File: src/hw/isa_pkg.sv
package isa_pkg;

    localparam int NUM_REGS = 32;
    localparam int ALU_OP_W = 12;

    typedef logic [31:0]         word_t;
    typedef logic [31:0]         inst_t;
    typedef logic [4:0]          reg_addr_t;
    // bit 0 first: add sub slt sltu and nor or xor sll srl sra lui
    typedef logic [ALU_OP_W-1:0] alu_op_t;

    localparam reg_addr_t REG_R1 = 5'd1; // link register for bl

    // op_31_26
    localparam logic [5:0] OP6_ALU       = 6'h00;
    localparam logic [5:0] OP6_LU12I     = 6'h05;
    localparam logic [5:0] OP6_PCADDU12I = 6'h07;
    localparam logic [5:0] OP6_MEM       = 6'h0a;
    localparam logic [5:0] OP6_JIRL      = 6'h13;
    localparam logic [5:0] OP6_B         = 6'h14;
    localparam logic [5:0] OP6_BL        = 6'h15;
    localparam logic [5:0] OP6_BEQ       = 6'h16;
    localparam logic [5:0] OP6_BNE       = 6'h17;
    localparam logic [5:0] OP6_BLT       = 6'h18;
    localparam logic [5:0] OP6_BGE       = 6'h19;
    localparam logic [5:0] OP6_BLTU      = 6'h1a;
    localparam logic [5:0] OP6_BGEU      = 6'h1b;

    // op_25_22
    localparam logic [3:0] OP4_3R    = 4'h0;
    localparam logic [3:0] OP4_SHIFT = 4'h1;
    localparam logic [3:0] OP4_LD_W  = 4'h2;
    localparam logic [3:0] OP4_ST_W  = 4'h6;
    localparam logic [3:0] OP4_SLTI  = 4'h8;
    localparam logic [3:0] OP4_SLTUI = 4'h9;
    localparam logic [3:0] OP4_ADDI  = 4'ha;
    localparam logic [3:0] OP4_ANDI  = 4'hd;
    localparam logic [3:0] OP4_ORI   = 4'he;
    localparam logic [3:0] OP4_XORI  = 4'hf;

    // op_21_20
    localparam logic [1:0] OP2_3R    = 2'h1;
    localparam logic [1:0] OP2_SHIFT = 2'h0;

    // op_19_15
    localparam logic [4:0] OP5_ADD  = 5'h00;
    localparam logic [4:0] OP5_SUB  = 5'h02;
    localparam logic [4:0] OP5_SLT  = 5'h04;
    localparam logic [4:0] OP5_SLTU = 5'h05;
    localparam logic [4:0] OP5_NOR  = 5'h08;
    localparam logic [4:0] OP5_AND  = 5'h09;
    localparam logic [4:0] OP5_OR   = 5'h0a;
    localparam logic [4:0] OP5_XOR  = 5'h0b;
    localparam logic [4:0] OP5_SLLI = 5'h01;
    localparam logic [4:0] OP5_SRLI = 5'h09;
    localparam logic [4:0] OP5_SRAI = 5'h11;

endpackage
File: src/hw/pipe_pkg.sv
package pipe_pkg;

    typedef struct packed {
        isa_pkg::inst_t inst;
        isa_pkg::word_t pc;
    } fetch_to_decode_t;

    // write-back intent of exe or mem, seen by decode
    typedef struct packed {
        logic               rf_we;
        logic               from_mem;
        isa_pkg::reg_addr_t waddr;
        isa_pkg::word_t     wdata;
    } fwd_src_t;

    typedef struct packed {
        logic               we;
        isa_pkg::reg_addr_t waddr;
        isa_pkg::word_t     wdata;
    } wb_write_t;

    typedef struct packed {
        logic beq;
        logic bne;
        logic blt;
        logic bge;
        logic bltu;
        logic bgeu;
    } br_cond_t;

    typedef struct packed {
        isa_pkg::alu_op_t   alu_op;
        logic               src1_is_pc;
        logic               src2_is_imm;
        isa_pkg::word_t     imm;
        logic               need_r1;
        logic               need_r2;
        logic               src_reg_is_rd;
        logic               rf_we;
        isa_pkg::reg_addr_t dest;
        logic               res_from_mem;
        logic               mem_we;
        logic               is_jirl;
        logic               is_b_uncond; // b and bl
        br_cond_t           br_cond;
        isa_pkg::word_t     br_offs;
    } decode_ctrl_t;

    typedef struct packed {
        logic           stall;
        logic           taken;
        isa_pkg::word_t target;
    } branch_redirect_t;

    typedef struct packed {
        isa_pkg::alu_op_t   alu_op;
        isa_pkg::word_t     src1;
        isa_pkg::word_t     src2;
        logic               res_from_mem;
        logic               mem_we;
        logic               rf_we;
        isa_pkg::reg_addr_t dest;
        isa_pkg::word_t     store_data;
        isa_pkg::word_t     pc;
    } decode_to_exe_t;

endpackage

File: src/hw/id_stage.sv
`timescale 1ns/1ps

module id_stage (
    input  logic                       clk,
    input  logic                       resetn,
    input  logic                       fs_to_ds_valid,
    input  pipe_pkg::fetch_to_decode_t fs_to_ds_bus,
    input  logic                       es_allowin,
    input  pipe_pkg::fwd_src_t         es_fwd,
    input  pipe_pkg::fwd_src_t         ms_fwd,
    input  pipe_pkg::wb_write_t        ws_write,
    output logic                       ds_allowin,
    output logic                       ds_to_es_valid,
    output pipe_pkg::decode_to_exe_t   ds_to_es_bus,
    output pipe_pkg::branch_redirect_t br_redirect
);

    logic                       ds_valid;
    logic                       ds_ready_go;
    logic                       load_use;
    pipe_pkg::fetch_to_decode_t ds_buf;
    pipe_pkg::decode_ctrl_t     ctrl;
    isa_pkg::word_t             rj_value;
    isa_pkg::word_t             rkd_value;

    assign ds_ready_go    = ~load_use;
    assign ds_allowin     = ~ds_valid | ds_ready_go & es_allowin;
    assign ds_to_es_valid = ds_valid & ds_ready_go;

    always_ff @(posedge clk) begin
        if (!resetn) begin
            ds_valid <= 1'b0;
        end else if (ds_allowin) begin
            ds_valid <= fs_to_ds_valid & ~br_redirect.taken; // drop wrong-path fetch
        end
    end

    always_ff @(posedge clk) begin
        if (fs_to_ds_valid && ds_allowin) begin
            ds_buf <= fs_to_ds_bus;
        end
    end

    inst_decoder u_inst_decoder (
        .inst (ds_buf.inst),
        .ctrl (ctrl)
    );

    operand_fetch u_operand_fetch (
        .clk           (clk),
        .rj            (ds_buf.inst[9:5]),
        .rk            (ds_buf.inst[14:10]),
        .rd            (ds_buf.inst[4:0]),
        .src_reg_is_rd (ctrl.src_reg_is_rd),
        .need_r1       (ctrl.need_r1),
        .need_r2       (ctrl.need_r2),
        .es_fwd        (es_fwd),
        .ms_fwd        (ms_fwd),
        .ws_write      (ws_write),
        .rj_value      (rj_value),
        .rkd_value     (rkd_value),
        .load_use      (load_use)
    );

    branch_unit u_branch_unit (
        .ctrl      (ctrl),
        .pc        (ds_buf.pc),
        .rj_value  (rj_value),
        .rkd_value (rkd_value),
        .valid     (ds_valid),
        .stall     (ds_valid & load_use),
        .redirect  (br_redirect)
    );

    always_comb begin
        ds_to_es_bus.alu_op       = ctrl.alu_op;
        ds_to_es_bus.src1         = ctrl.src1_is_pc ? ds_buf.pc : rj_value;
        ds_to_es_bus.src2         = ctrl.src2_is_imm ? ctrl.imm : rkd_value;
        ds_to_es_bus.res_from_mem = ctrl.res_from_mem;
        ds_to_es_bus.mem_we       = ctrl.mem_we;
        ds_to_es_bus.rf_we        = ctrl.rf_we;
        ds_to_es_bus.dest         = ctrl.dest;
        ds_to_es_bus.store_data   = rkd_value; // st.w reads rd through the second port
        ds_to_es_bus.pc           = ds_buf.pc;
    end

endmodule

File: src/hw/branch_unit.sv
`timescale 1ns/1ps

module branch_unit (
    input  pipe_pkg::decode_ctrl_t     ctrl,
    input  isa_pkg::word_t             pc,
    input  isa_pkg::word_t             rj_value,
    input  isa_pkg::word_t             rkd_value,
    input  logic                       valid,
    input  logic                       stall,
    output pipe_pkg::branch_redirect_t redirect
);

    logic eq;
    logic lt_s;
    logic lt_u;
    logic cond_met;
    logic is_jump;

    assign eq   = rj_value == rkd_value;
    assign lt_s = $signed(rj_value) < $signed(rkd_value);
    assign lt_u = rj_value < rkd_value;

    assign cond_met = ctrl.br_cond.beq  &  eq   | ctrl.br_cond.bne  & ~eq
                    | ctrl.br_cond.blt  &  lt_s | ctrl.br_cond.bge  & ~lt_s
                    | ctrl.br_cond.bltu &  lt_u | ctrl.br_cond.bgeu & ~lt_u;

    assign is_jump = ctrl.is_jirl | ctrl.is_b_uncond | (|ctrl.br_cond);

    always_comb begin
        redirect.stall  = stall & is_jump; // fetch must wait for the outcome
        redirect.taken  = valid & ~stall & (cond_met | ctrl.is_jirl | ctrl.is_b_uncond);
        redirect.target = (ctrl.is_jirl ? rj_value : pc) + ctrl.br_offs;
    end

endmodule

File: src/hw/operand_fetch.sv
`timescale 1ns/1ps

module operand_fetch (
    input  logic                clk,
    input  isa_pkg::reg_addr_t  rj,
    input  isa_pkg::reg_addr_t  rk,
    input  isa_pkg::reg_addr_t  rd,
    input  logic                src_reg_is_rd,
    input  logic                need_r1,
    input  logic                need_r2,
    input  pipe_pkg::fwd_src_t  es_fwd,
    input  pipe_pkg::fwd_src_t  ms_fwd,
    input  pipe_pkg::wb_write_t ws_write,
    output isa_pkg::word_t      rj_value,
    output isa_pkg::word_t      rkd_value,
    output logic                load_use
);

    isa_pkg::reg_addr_t raddr2;
    isa_pkg::word_t     rf_rdata1;
    isa_pkg::word_t     rf_rdata2;
    logic               es_hit1, es_hit2;
    logic               ms_hit1, ms_hit2;
    logic               ws_hit1, ws_hit2;

    function automatic logic fwd_hit(input pipe_pkg::fwd_src_t src,
                                     input isa_pkg::reg_addr_t addr);
        return src.rf_we && src.waddr == addr && addr != '0;
    endfunction

    assign raddr2 = src_reg_is_rd ? rd : rk; // stores and cond branches read rd

    regfile u_regfile (
        .clk    (clk),
        .raddr1 (rj),
        .raddr2 (raddr2),
        .write  (ws_write),
        .rdata1 (rf_rdata1),
        .rdata2 (rf_rdata2)
    );

    assign es_hit1 = fwd_hit(es_fwd, rj);
    assign es_hit2 = fwd_hit(es_fwd, raddr2);
    assign ms_hit1 = fwd_hit(ms_fwd, rj);
    assign ms_hit2 = fwd_hit(ms_fwd, raddr2);
    assign ws_hit1 = ws_write.we && ws_write.waddr == rj && rj != '0;
    assign ws_hit2 = ws_write.we && ws_write.waddr == raddr2 && raddr2 != '0;

    // youngest producer wins
    assign rj_value  = es_hit1 ? es_fwd.wdata :
                       ms_hit1 ? ms_fwd.wdata :
                       ws_hit1 ? ws_write.wdata : rf_rdata1;
    assign rkd_value = es_hit2 ? es_fwd.wdata :
                       ms_hit2 ? ms_fwd.wdata :
                       ws_hit2 ? ws_write.wdata : rf_rdata2;

    // load data not there yet in exe or mem
    assign load_use = need_r1 & (es_hit1 & es_fwd.from_mem | ms_hit1 & ms_fwd.from_mem)
                    | need_r2 & (es_hit2 & es_fwd.from_mem | ms_hit2 & ms_fwd.from_mem);

endmodule

File: src/hw/regfile.sv
`timescale 1ns/1ps

module regfile (
    input  logic                clk,
    input  isa_pkg::reg_addr_t  raddr1,
    input  isa_pkg::reg_addr_t  raddr2,
    input  pipe_pkg::wb_write_t write,
    output isa_pkg::word_t      rdata1,
    output isa_pkg::word_t      rdata2
);

    isa_pkg::word_t regs [isa_pkg::NUM_REGS];

    always_ff @(posedge clk) begin
        if (write.we && write.waddr != '0) begin
            regs[write.waddr] <= write.wdata;
        end
    end

    // r0 hardwired to zero
    assign rdata1 = (raddr1 == '0) ? '0 : regs[raddr1];
    assign rdata2 = (raddr2 == '0) ? '0 : regs[raddr2];

endmodule

File: src/hw/inst_decoder.sv
`timescale 1ns/1ps

module inst_decoder (
    input  isa_pkg::inst_t         inst,
    output pipe_pkg::decode_ctrl_t ctrl
);

    logic [5:0]  op_31_26;
    logic [3:0]  op_25_22;
    logic [1:0]  op_21_20;
    logic [4:0]  op_19_15;
    logic [11:0] i12;
    logic [15:0] i16;
    logic [19:0] i20;
    logic [25:0] i26;
    logic        is_3r;
    logic        is_shift;
    logic        is_opi;
    logic        inst_add_w, inst_sub_w, inst_slt, inst_sltu;
    logic        inst_nor, inst_and, inst_or, inst_xor;
    logic        inst_slli_w, inst_srli_w, inst_srai_w;
    logic        inst_addi_w, inst_slti, inst_sltui, inst_andi, inst_ori, inst_xori;
    logic        inst_lu12i_w, inst_pcaddu12i, inst_ld_w, inst_st_w;
    logic        inst_jirl, inst_b, inst_bl;
    logic        need_ui5, need_si12, need_ui12, need_si20, src2_is_4;
    logic        any_cond;

    assign op_31_26 = inst[31:26];
    assign op_25_22 = inst[25:22];
    assign op_21_20 = inst[21:20];
    assign op_19_15 = inst[19:15];

    assign i12 = inst[21:10];
    assign i16 = inst[25:10];
    assign i20 = inst[24:5];
    assign i26 = {inst[9:0], inst[25:10]}; // offs[25:16] sits in the low bits

    assign is_opi   = op_31_26 == isa_pkg::OP6_ALU;
    assign is_3r    = is_opi & (op_25_22 == isa_pkg::OP4_3R) & (op_21_20 == isa_pkg::OP2_3R);
    assign is_shift = is_opi & (op_25_22 == isa_pkg::OP4_SHIFT)
                    & (op_21_20 == isa_pkg::OP2_SHIFT);

    assign inst_add_w  = is_3r & (op_19_15 == isa_pkg::OP5_ADD);
    assign inst_sub_w  = is_3r & (op_19_15 == isa_pkg::OP5_SUB);
    assign inst_slt    = is_3r & (op_19_15 == isa_pkg::OP5_SLT);
    assign inst_sltu   = is_3r & (op_19_15 == isa_pkg::OP5_SLTU);
    assign inst_nor    = is_3r & (op_19_15 == isa_pkg::OP5_NOR);
    assign inst_and    = is_3r & (op_19_15 == isa_pkg::OP5_AND);
    assign inst_or     = is_3r & (op_19_15 == isa_pkg::OP5_OR);
    assign inst_xor    = is_3r & (op_19_15 == isa_pkg::OP5_XOR);
    assign inst_slli_w = is_shift & (op_19_15 == isa_pkg::OP5_SLLI);
    assign inst_srli_w = is_shift & (op_19_15 == isa_pkg::OP5_SRLI);
    assign inst_srai_w = is_shift & (op_19_15 == isa_pkg::OP5_SRAI);

    assign inst_addi_w = is_opi & (op_25_22 == isa_pkg::OP4_ADDI);
    assign inst_slti   = is_opi & (op_25_22 == isa_pkg::OP4_SLTI);
    assign inst_sltui  = is_opi & (op_25_22 == isa_pkg::OP4_SLTUI);
    assign inst_andi   = is_opi & (op_25_22 == isa_pkg::OP4_ANDI);
    assign inst_ori    = is_opi & (op_25_22 == isa_pkg::OP4_ORI);
    assign inst_xori   = is_opi & (op_25_22 == isa_pkg::OP4_XORI);

    assign inst_lu12i_w   = (op_31_26 == isa_pkg::OP6_LU12I) & ~inst[25];
    assign inst_pcaddu12i = (op_31_26 == isa_pkg::OP6_PCADDU12I) & ~inst[25];
    assign inst_ld_w      = (op_31_26 == isa_pkg::OP6_MEM) & (op_25_22 == isa_pkg::OP4_LD_W);
    assign inst_st_w      = (op_31_26 == isa_pkg::OP6_MEM) & (op_25_22 == isa_pkg::OP4_ST_W);
    assign inst_jirl      = op_31_26 == isa_pkg::OP6_JIRL;
    assign inst_b         = op_31_26 == isa_pkg::OP6_B;
    assign inst_bl        = op_31_26 == isa_pkg::OP6_BL;

    assign need_ui5  = inst_slli_w | inst_srli_w | inst_srai_w;
    assign need_si12 = inst_addi_w | inst_slti | inst_sltui | inst_ld_w | inst_st_w;
    assign need_ui12 = inst_andi | inst_ori | inst_xori;
    assign need_si20 = inst_lu12i_w | inst_pcaddu12i;
    assign src2_is_4 = inst_jirl | inst_bl; // link value pc+4

    always_comb begin
        ctrl.br_cond.beq  = op_31_26 == isa_pkg::OP6_BEQ;
        ctrl.br_cond.bne  = op_31_26 == isa_pkg::OP6_BNE;
        ctrl.br_cond.blt  = op_31_26 == isa_pkg::OP6_BLT;
        ctrl.br_cond.bge  = op_31_26 == isa_pkg::OP6_BGE;
        ctrl.br_cond.bltu = op_31_26 == isa_pkg::OP6_BLTU;
        ctrl.br_cond.bgeu = op_31_26 == isa_pkg::OP6_BGEU;
        any_cond          = |ctrl.br_cond;

        ctrl.alu_op = {inst_lu12i_w, inst_srai_w, inst_srli_w, inst_slli_w,
                       inst_xor | inst_xori, inst_or | inst_ori, inst_nor,
                       inst_and | inst_andi, inst_sltu | inst_sltui, inst_slt | inst_slti,
                       inst_sub_w,
                       inst_add_w | inst_addi_w | inst_ld_w | inst_st_w | inst_jirl
                       | inst_bl | inst_pcaddu12i};

        ctrl.imm = {32{src2_is_4}} & 32'd4
                 | {32{need_si20}} & {i20, 12'b0}
                 | {32{need_si12}} & {{20{i12[11]}}, i12}
                 | {32{need_ui12}} & {20'b0, i12}
                 | {32{need_ui5}}  & {27'b0, inst[14:10]};

        ctrl.br_offs = (inst_b | inst_bl) ? {{4{i26[25]}}, i26, 2'b0}
                                          : {{14{i16[15]}}, i16, 2'b0};

        ctrl.src1_is_pc    = inst_jirl | inst_bl | inst_pcaddu12i;
        ctrl.src2_is_imm   = need_ui5 | need_si12 | need_ui12 | need_si20 | src2_is_4;
        ctrl.src_reg_is_rd = inst_st_w | any_cond;
        // jirl reads rj for its target even though src1 is the pc
        ctrl.need_r1 = is_3r | need_ui5 | need_si12 | need_ui12 | inst_jirl | any_cond;
        ctrl.need_r2 = is_3r | inst_st_w | any_cond;
        ctrl.rf_we   = is_3r | need_ui5 | need_ui12 | need_si20 | inst_addi_w | inst_slti
                     | inst_sltui | inst_ld_w | inst_jirl | inst_bl;
        ctrl.dest         = inst_bl ? isa_pkg::REG_R1 : inst[4:0];
        ctrl.res_from_mem = inst_ld_w;
        ctrl.mem_we       = inst_st_w;
        ctrl.is_jirl      = inst_jirl;
        ctrl.is_b_uncond  = inst_b | inst_bl;
    end

endmodule

File: config.mk
export PLATFORM = sky130hd
export DESIGN_NAME = id_stage
export DESIGN_NICKNAME = d
export VERILOG_FILES = /design/src/hw/isa_pkg.sv /design/src/hw/pipe_pkg.sv /design/src/hw/id_stage.sv /design/src/hw/branch_unit.sv /design/src/hw/operand_fetch.sv /design/src/hw/regfile.sv /design/src/hw/inst_decoder.sv
export SDC_FILE = /design/constraint.sdc
export NUM_CORES = 2
export LEC_CHECK = 0
export BUFFER_PORTS_ARGS = -buffer_cell sky130_fd_sc_hd__buf_2
export CAP_MARGIN = 20
export CORE_ASPECT_RATIO = 2
export CORE_MARGIN = 2
export CORE_UTILIZATION = 50
export CTS_BUF_LIST = sky130_fd_sc_hd__clkbuf_4 sky130_fd_sc_hd__clkbuf_8
export CTS_CLUSTER_SIZE = 12
export DETAILED_ROUTE_END_ITERATION = 6
export PLACE_DENSITY_LB_ADDON = 0.3
export SLEW_MARGIN = 25
export SYNTH_ARGS = -nofsm -noshare
export SYNTH_HDL_FRONTEND = slang
export SYNTH_SLANG_ARGS = --single-unit
File: constraint.sdc
create_clock -name clk -period 6.8 [get_ports clk]
set_input_delay 0.68 -clock clk [delete_from_list [all_inputs] [get_ports clk]]
set_output_delay 0.68 -clock clk [all_outputs]
set_load 0.01 [all_outputs]
Word level (Yosys, flattened, before mapping):

Memory sizes are Yosys's and may differ from the RTL's. A register that Yosys moved wholly into a read port is not among the register bits.
Cells that the tools add are included.

* word-level logic and storage cells: 202
* RAM bits: 1024
* bits in registers: 65
* output and inout port bits: 184
* input bits: 184
* memories kept: 1

Memories
* u_operand_fetch.u_regfile.regs: words 32, width 32, read ports 2, clocked after Yosys merged registers in 1, wr ports 1, RTL line regfile.sv:12 `isa_pkg::word_t regs [isa_pkg::NUM_REGS];`

* bitwise logic cells: 116
* equality and inequality tests: 38
* $add $sub $neg: 1
* reduce and logical (&&, ||, !) cells: 24
* multiplexer cells: 17
* order comparisons: 2

Operators with widths (count)
* 2-to-1 mux 32 bit: 12
* OR 32 bit: 3
* AND 32 bit: 2
* < comparator 32 bit: 2
* OR 1 bit: 56
* equality test 6 x 5 -> 1 bit, second input constant: 9
* AND 1 bit: 44
* adder 32 bit: 1
* AND 32 x 12 -> 32 bit: 1
* AND 32 x 5 -> 32 bit: 1
* equality test 32 bit: 1
* OR 3 x 32 -> 32 bit: 1
* equality test 5 bit: 6
* equality test 4 bit, second input constant: 6
* equality test 5 x 4 -> 1 bit, second input constant: 4
* logical NOT 5 bit: 3
* 2-to-1 mux 5 bit: 3
* nonzero test 5 bit: 3
* logical AND 1 bit: 14
* equality test 6 x 3 -> 1 bit, second input constant: 2
* equality test 5 x 3 -> 1 bit, second input constant: 2
* inverter 1 bit: 8
* equality test 6 x 4 -> 1 bit, second input constant: 1
* logical NOT 6 bit: 1
* other kinds (11): 12

Logic depth before layout (Yosys ltp):

* depth after elaboration: 23
* mapped depth: 27
* mapped depth without buffers: 22

Hierarchy:

A second synthesis with hierarchy kept.

* cell total of the unflattened synthesis: 3652
* area, all modules: 58001.9 µm²

By module, submodules not included
* regfile: instances 1, cells an instance 2564, sequential area each 30749.5 µm², area an instance 47929.7 µm²
* id_stage: instances 1, cells an instance 176, sequential area each 1941.9 µm², area an instance 3318.2 µm²
* branch_unit: instances 1, cells an instance 358, sequential area each 0.0 µm², area an instance 2750.1 µm²
* operand_fetch: instances 1, cells an instance 362, sequential area each 0.0 µm², area an instance 2687.6 µm²
* inst_decoder: instances 1, cells an instance 192, sequential area each 0.0 µm², area an instance 1316.3 µm²

Worst setup path before layout:

Ideal clock, no wire load.

* path type: flip-flop to output port
* start point: reg with a tool-made name
* end point: out br_redirect[31] (netlist name)
* path buffers: 3
* stages on the path, launching flop included: 22
* required time: 6120 ps
* path slack: 910 ps
* arrival time: 5210 ps
* cell sequence: dfxtp_1 clkbuf_1 buf_2 buf_2 mux4_2 mux4_2 mux2_2 a221o_1 o21ai_0 o21ai_0 mux2_2 ha_1 o21ai_0 nor2_1 o21a_1 nor2_1 o31ai_1 a31o_2 a21o_1 o41ai_1 o21ai_0 xnor2_1

RTL lines
* to (decl): RTL line id_stage.sv:15 `output pipe_pkg::branch_redirect_t br_redirect`

==> impl_metrics.json <==
{
  "startpoint_type": "register",
  "cp_num_buf_inv": 5,
  "detailroute.via_count": 40126,
  "finalClockSkew_ns": 0.0489,
  "sort_of_element_at_the_end_of_the_critical_path": "primary output",
  "max_slew.worst_pin.slew_ns": 1.00,
  "groute.layer.met2.usage_pct": 55.6,
  "cts_max_path_buffers": 3,
  "detail_route.vias_per_cell": 7.05,
  "failed_checks": "negative setup slack",
  "crit_path_max_delay_family": "simple AND/OR/NAND/NOR gates",
  "route.final.wire_length_mm": 213,
  "hold_removal_path_class": "in -> reg",
  "postRouteAntennaNets": 0,
  "detailed_place_hpwl_mm": 131,
  "worst-path-max-fanout": 9,
  "clk_latency_ns": 0.90,
  "drc_errors": 0,
  "drt_iter0_markers": 6120,
  "synth_edf_count": 1088,
  "synthDistinctLibCells": 90,
  "design.portCount": 368,
  "postSynthAreaPerCell_um2": 17.0,
  "port_buffers": 367,
  "p_leak_nw": 23.4,
  "hold_ws_ns": 0.242,
  "drt_wl_cell_um": 37.4,
  "cts.htree.levels": 4,
  "power_density_mw_per_mm2": 259,
  "timing.final.crit_share_pct": 101,
  "clockRootBuffer": "sky130_fd_sc_hd__clkbuf_8",
  "grt_util_met1_pct": 43.7,
  "report.final.slew_viol_count": 0,
  "critPathMostFrequentCell": "sky130_fd_sc_hd__nand2_1",
  "setup.worst_path.class": "reg -> out",
  "cell_rows": 174,
  "post_synth_inst_count": 3309,
  "run_status": "finished with violations",
  "grt_first_pass_wirelength_mm": 293,
  "grt_pass1_vias": 39109,
  "worstPathRequired_ns": 6.12,
  "met3_global_route_usage_pct": 12.6,
  "total_power_mw": 17.8,
  "worst_path_slowest_cell": "sky130_fd_sc_hd__edfxtp_1",
  "asyncSetResetFlopFracSynth_pct": 0,
  "grtUsageTotal_pct": 36.9,
  "peakVddDrop_mv": 0.209,
  "timing.setup.tns_ns": -0.0821,
  "yosys_warnings": 0,
  "worstPathCellList": "and4bb_2, nand3_4, buf_12, and3_1, nor2_2, buf_4, nand2_1, buf_4, a211oi_1, a22oi_1, and4_1, o221ai_2, inv_1, ha_1, nand2_1, nor3_2, nand3_2, xor2_1, a211oi_1, a21oi_1, nand2_1, and3_1, buf_2",
  "path_clk_slew_ns": 0.08,
  "maxSlewHeadroom_pct": 33.1,
  "core_area_mm2": 0.112,
  "starting_utilization_of_the_core_area_pct": 50.3,
  "setup_viol": 1,
  "grt_setup_unrepaired": "yes",
  "yosys-top-cells-area": "sky130_fd_sc_hd__edfxtp_1 (58%), sky130_fd_sc_hd__mux4_2 (22%), sky130_fd_sc_hd__mux2_2 (2.0%)",
  "fin_ws_ns": -0.0821,
  "synth_area_leader_cell": "sky130_fd_sc_hd__edfxtp_1",
  "worst-r2r-cell-count": 23,
  "globalRoute.totalOverflow": 0,
  "synth_seq_area_share_pct": 58.3,
  "first_pass_iters": 6,
  "finalHoldViolCount": 0,
  "finish.net_count": 4298,
  "synth_top_flop_cell": "sky130_fd_sc_hd__edfxtp_1",
  "clock_sinks": 1094,
  "die_area_mm2": 0.115,
  "period_needed_ns": 6.88,
  "grt_antenna_before_repair": 38,
  "tritoncts": "yes",
  "critical_path_cell_count": 23,
  "horizontal_die_dimension_um": 241,
  "dp_slack_ns": 0.255,
  "critical_path.max_stage_delay_ns": 0.44,
  "synth.cell_area_mm2": 0.0563,
  "finalWeightedCongestion": 1.04,
  "worstPathArrival_ns": 6.20,
  "max_cap_violations": 0,
  "grt_max_degree": 73,
  "fp.dieH_um": 478,
  "cts_inserted_buffers": 153,
  "yosys_reg_bits": 1094,
  "fmax_ghz": 0.145,
  "min_delay_path_depth": 2,
  "post_route_cells_drive_above_1_share_pct": 47.1,
  "area_growth_syn_to_layout_pct": 22.3,
  "grt-busiest-layer": "met2",
  "synth.top_cell.area_share_pct": 58.1
}
cells by family after synthesis:
group / after synthesis / synth area share (%)
DFF: 1094 / 58.3
muxes: 656 / 23.9
and+or+nand+nor: 513 / 4.52
xor gates and xnor gates: 53 / 0.825
buffers and inverters: 356 / 3.13
other: 1 / 0.00667
AOI/OAI and AO/OA: 574 / 7.90
adders and majority gates: 62 / 1.39
metrics by stage:
stage | instance area [µm²] | std cells | utilization (%)
5_1_grt | 68700 | 5679 | 61.4
3_5_place_dp | 61100 | 5148 | 54.6
6_report | 68800 | 5692 | 61.5
2_1_floorplan | 56400 | 3340 | -
3_3_place_gp | 61100 | 5148 | 54.6
4_1_cts | 67300 | 5595 | 60.1
path summary, 6_finish.rpt:
kind                                                          endpoint         start  slack (ns)
worst max-delay path                                   br_redirect[32]    ds_buf[60]       -0.08
worst min register to register                                ds_valid      ds_valid        0.67
worst max register to register                                ds_valid    ds_buf[60]        1.27
worst min-delay path            u_operand_fetch.u_regfile.regs[15][15]  ws_write[15]        0.24
cell usage in the layout, fill, tap and decap left out, types with 34 or more instances in the layout:
master,synthesis,routed
sky130_fd_sc_hd__nand2_1,183,176
sky130_fd_sc_hd__o21ai_0,112,66
sky130_fd_sc_hd__inv_1,47,43
sky130_fd_sc_hd__clkinv_1,0,34
sky130_fd_sc_hd__nor2_1,87,51
sky130_fd_sc_hd__dlygate4sd3_1,0,65
sky130_fd_sc_hd__buf_2,67,367
sky130_fd_sc_hd__nand3_1,37,34
sky130_fd_sc_hd__a221o_1,52,49
sky130_fd_sc_hd__buf_12,0,51
sky130_fd_sc_hd__buf_4,75,320
sky130_fd_sc_hd__mux4_2,541,541
sky130_fd_sc_hd__edfxtp_1,1088,1088
sky130_fd_sc_hd__a22oi_1,50,48
sky130_fd_sc_hd__o22ai_1,62,61
sky130_fd_sc_hd__nor2_4,1,34
sky130_fd_sc_hd__mux2_2,101,82
sky130_fd_sc_hd__clkbuf_8,0,159
sky130_fd_sc_hd__a21oi_1,49,40
sky130_fd_sc_hd__ha_1,61,35
per-layer routing:
layer,share of wire [%],wire (µm),vias to the layer above
met4,9.1,19400,12
met5,0.048,103,-
met1,32,68000,20140
li1,-,-,15453
met2,46,97800,3591
met3,13,27200,930
synthesized netlist by cell type (all sizes together), types with 4 or more instances:
cell type,n
edfxtp,1088
mux4,541
nand2,185
buf,168
clkbuf,140
o21ai,119
mux2,101
nor2,88
o22ai,62
ha,61
a21oi,54
a221o,52
a22oi,50
inv,48
nor3,44
nand3,41
a211oi,36
nand2b,35
and3,34
o221ai,33
xnor2,33
a21o,30
a2111oi,24
o2bb2ai,21
xor2,20
a2bb2oi,18
a311oi,16
mux2i,14
a22o,13
and4,13
nand4,12
nor2b,10
or3,9
and2,7
nor4,7
or2,7
dfxtp,6
nor3b,6
a311o,5
o21a,5
nand3b,4
o211ai,4
registers in the layout (all words and copies together), names as in the netlist, named ones only:
name                            cells
ds_buf                             32
ds_to_es_bus                       32
ds_valid                            1
u_operand_fetch.u_regfile.regs   1024
final cells by class:
class                           count  area, µm²
Antenna cell                       33       82.6
Clock buffer                      186       2390
Clock inverter                     80        599
Fill cell                        8151      43100
Inverter                           48        188
Multi-Input combinational cell   1893      23600
Sequential cell                  1094      32800
Tap cell                         1496       1870
Timing Repair Buffer              861       7200
Timing Repair inverter              1       6.26
timing repair:
item	CTS	global route
setup endpoints to repair	16	15
hold endpoints to repair	65	0
gates resized for setup	240	148
cloned	23	7
buffers inserted	93	59
hold buffers	65	0
pin swaps	60	82
power breakdown:
group / total [mW] / internal (mW) / switching [mW]
Clock: 5.21 / 2.63 / 2.58
Sequential: 7.69 / 7.55 / 0.138
Combinational: 4.89 / 2.23 / 2.66
Total: 17.8 / 12.4 / 5.37
Note: power is estimated with default switching activity, not from simulation.
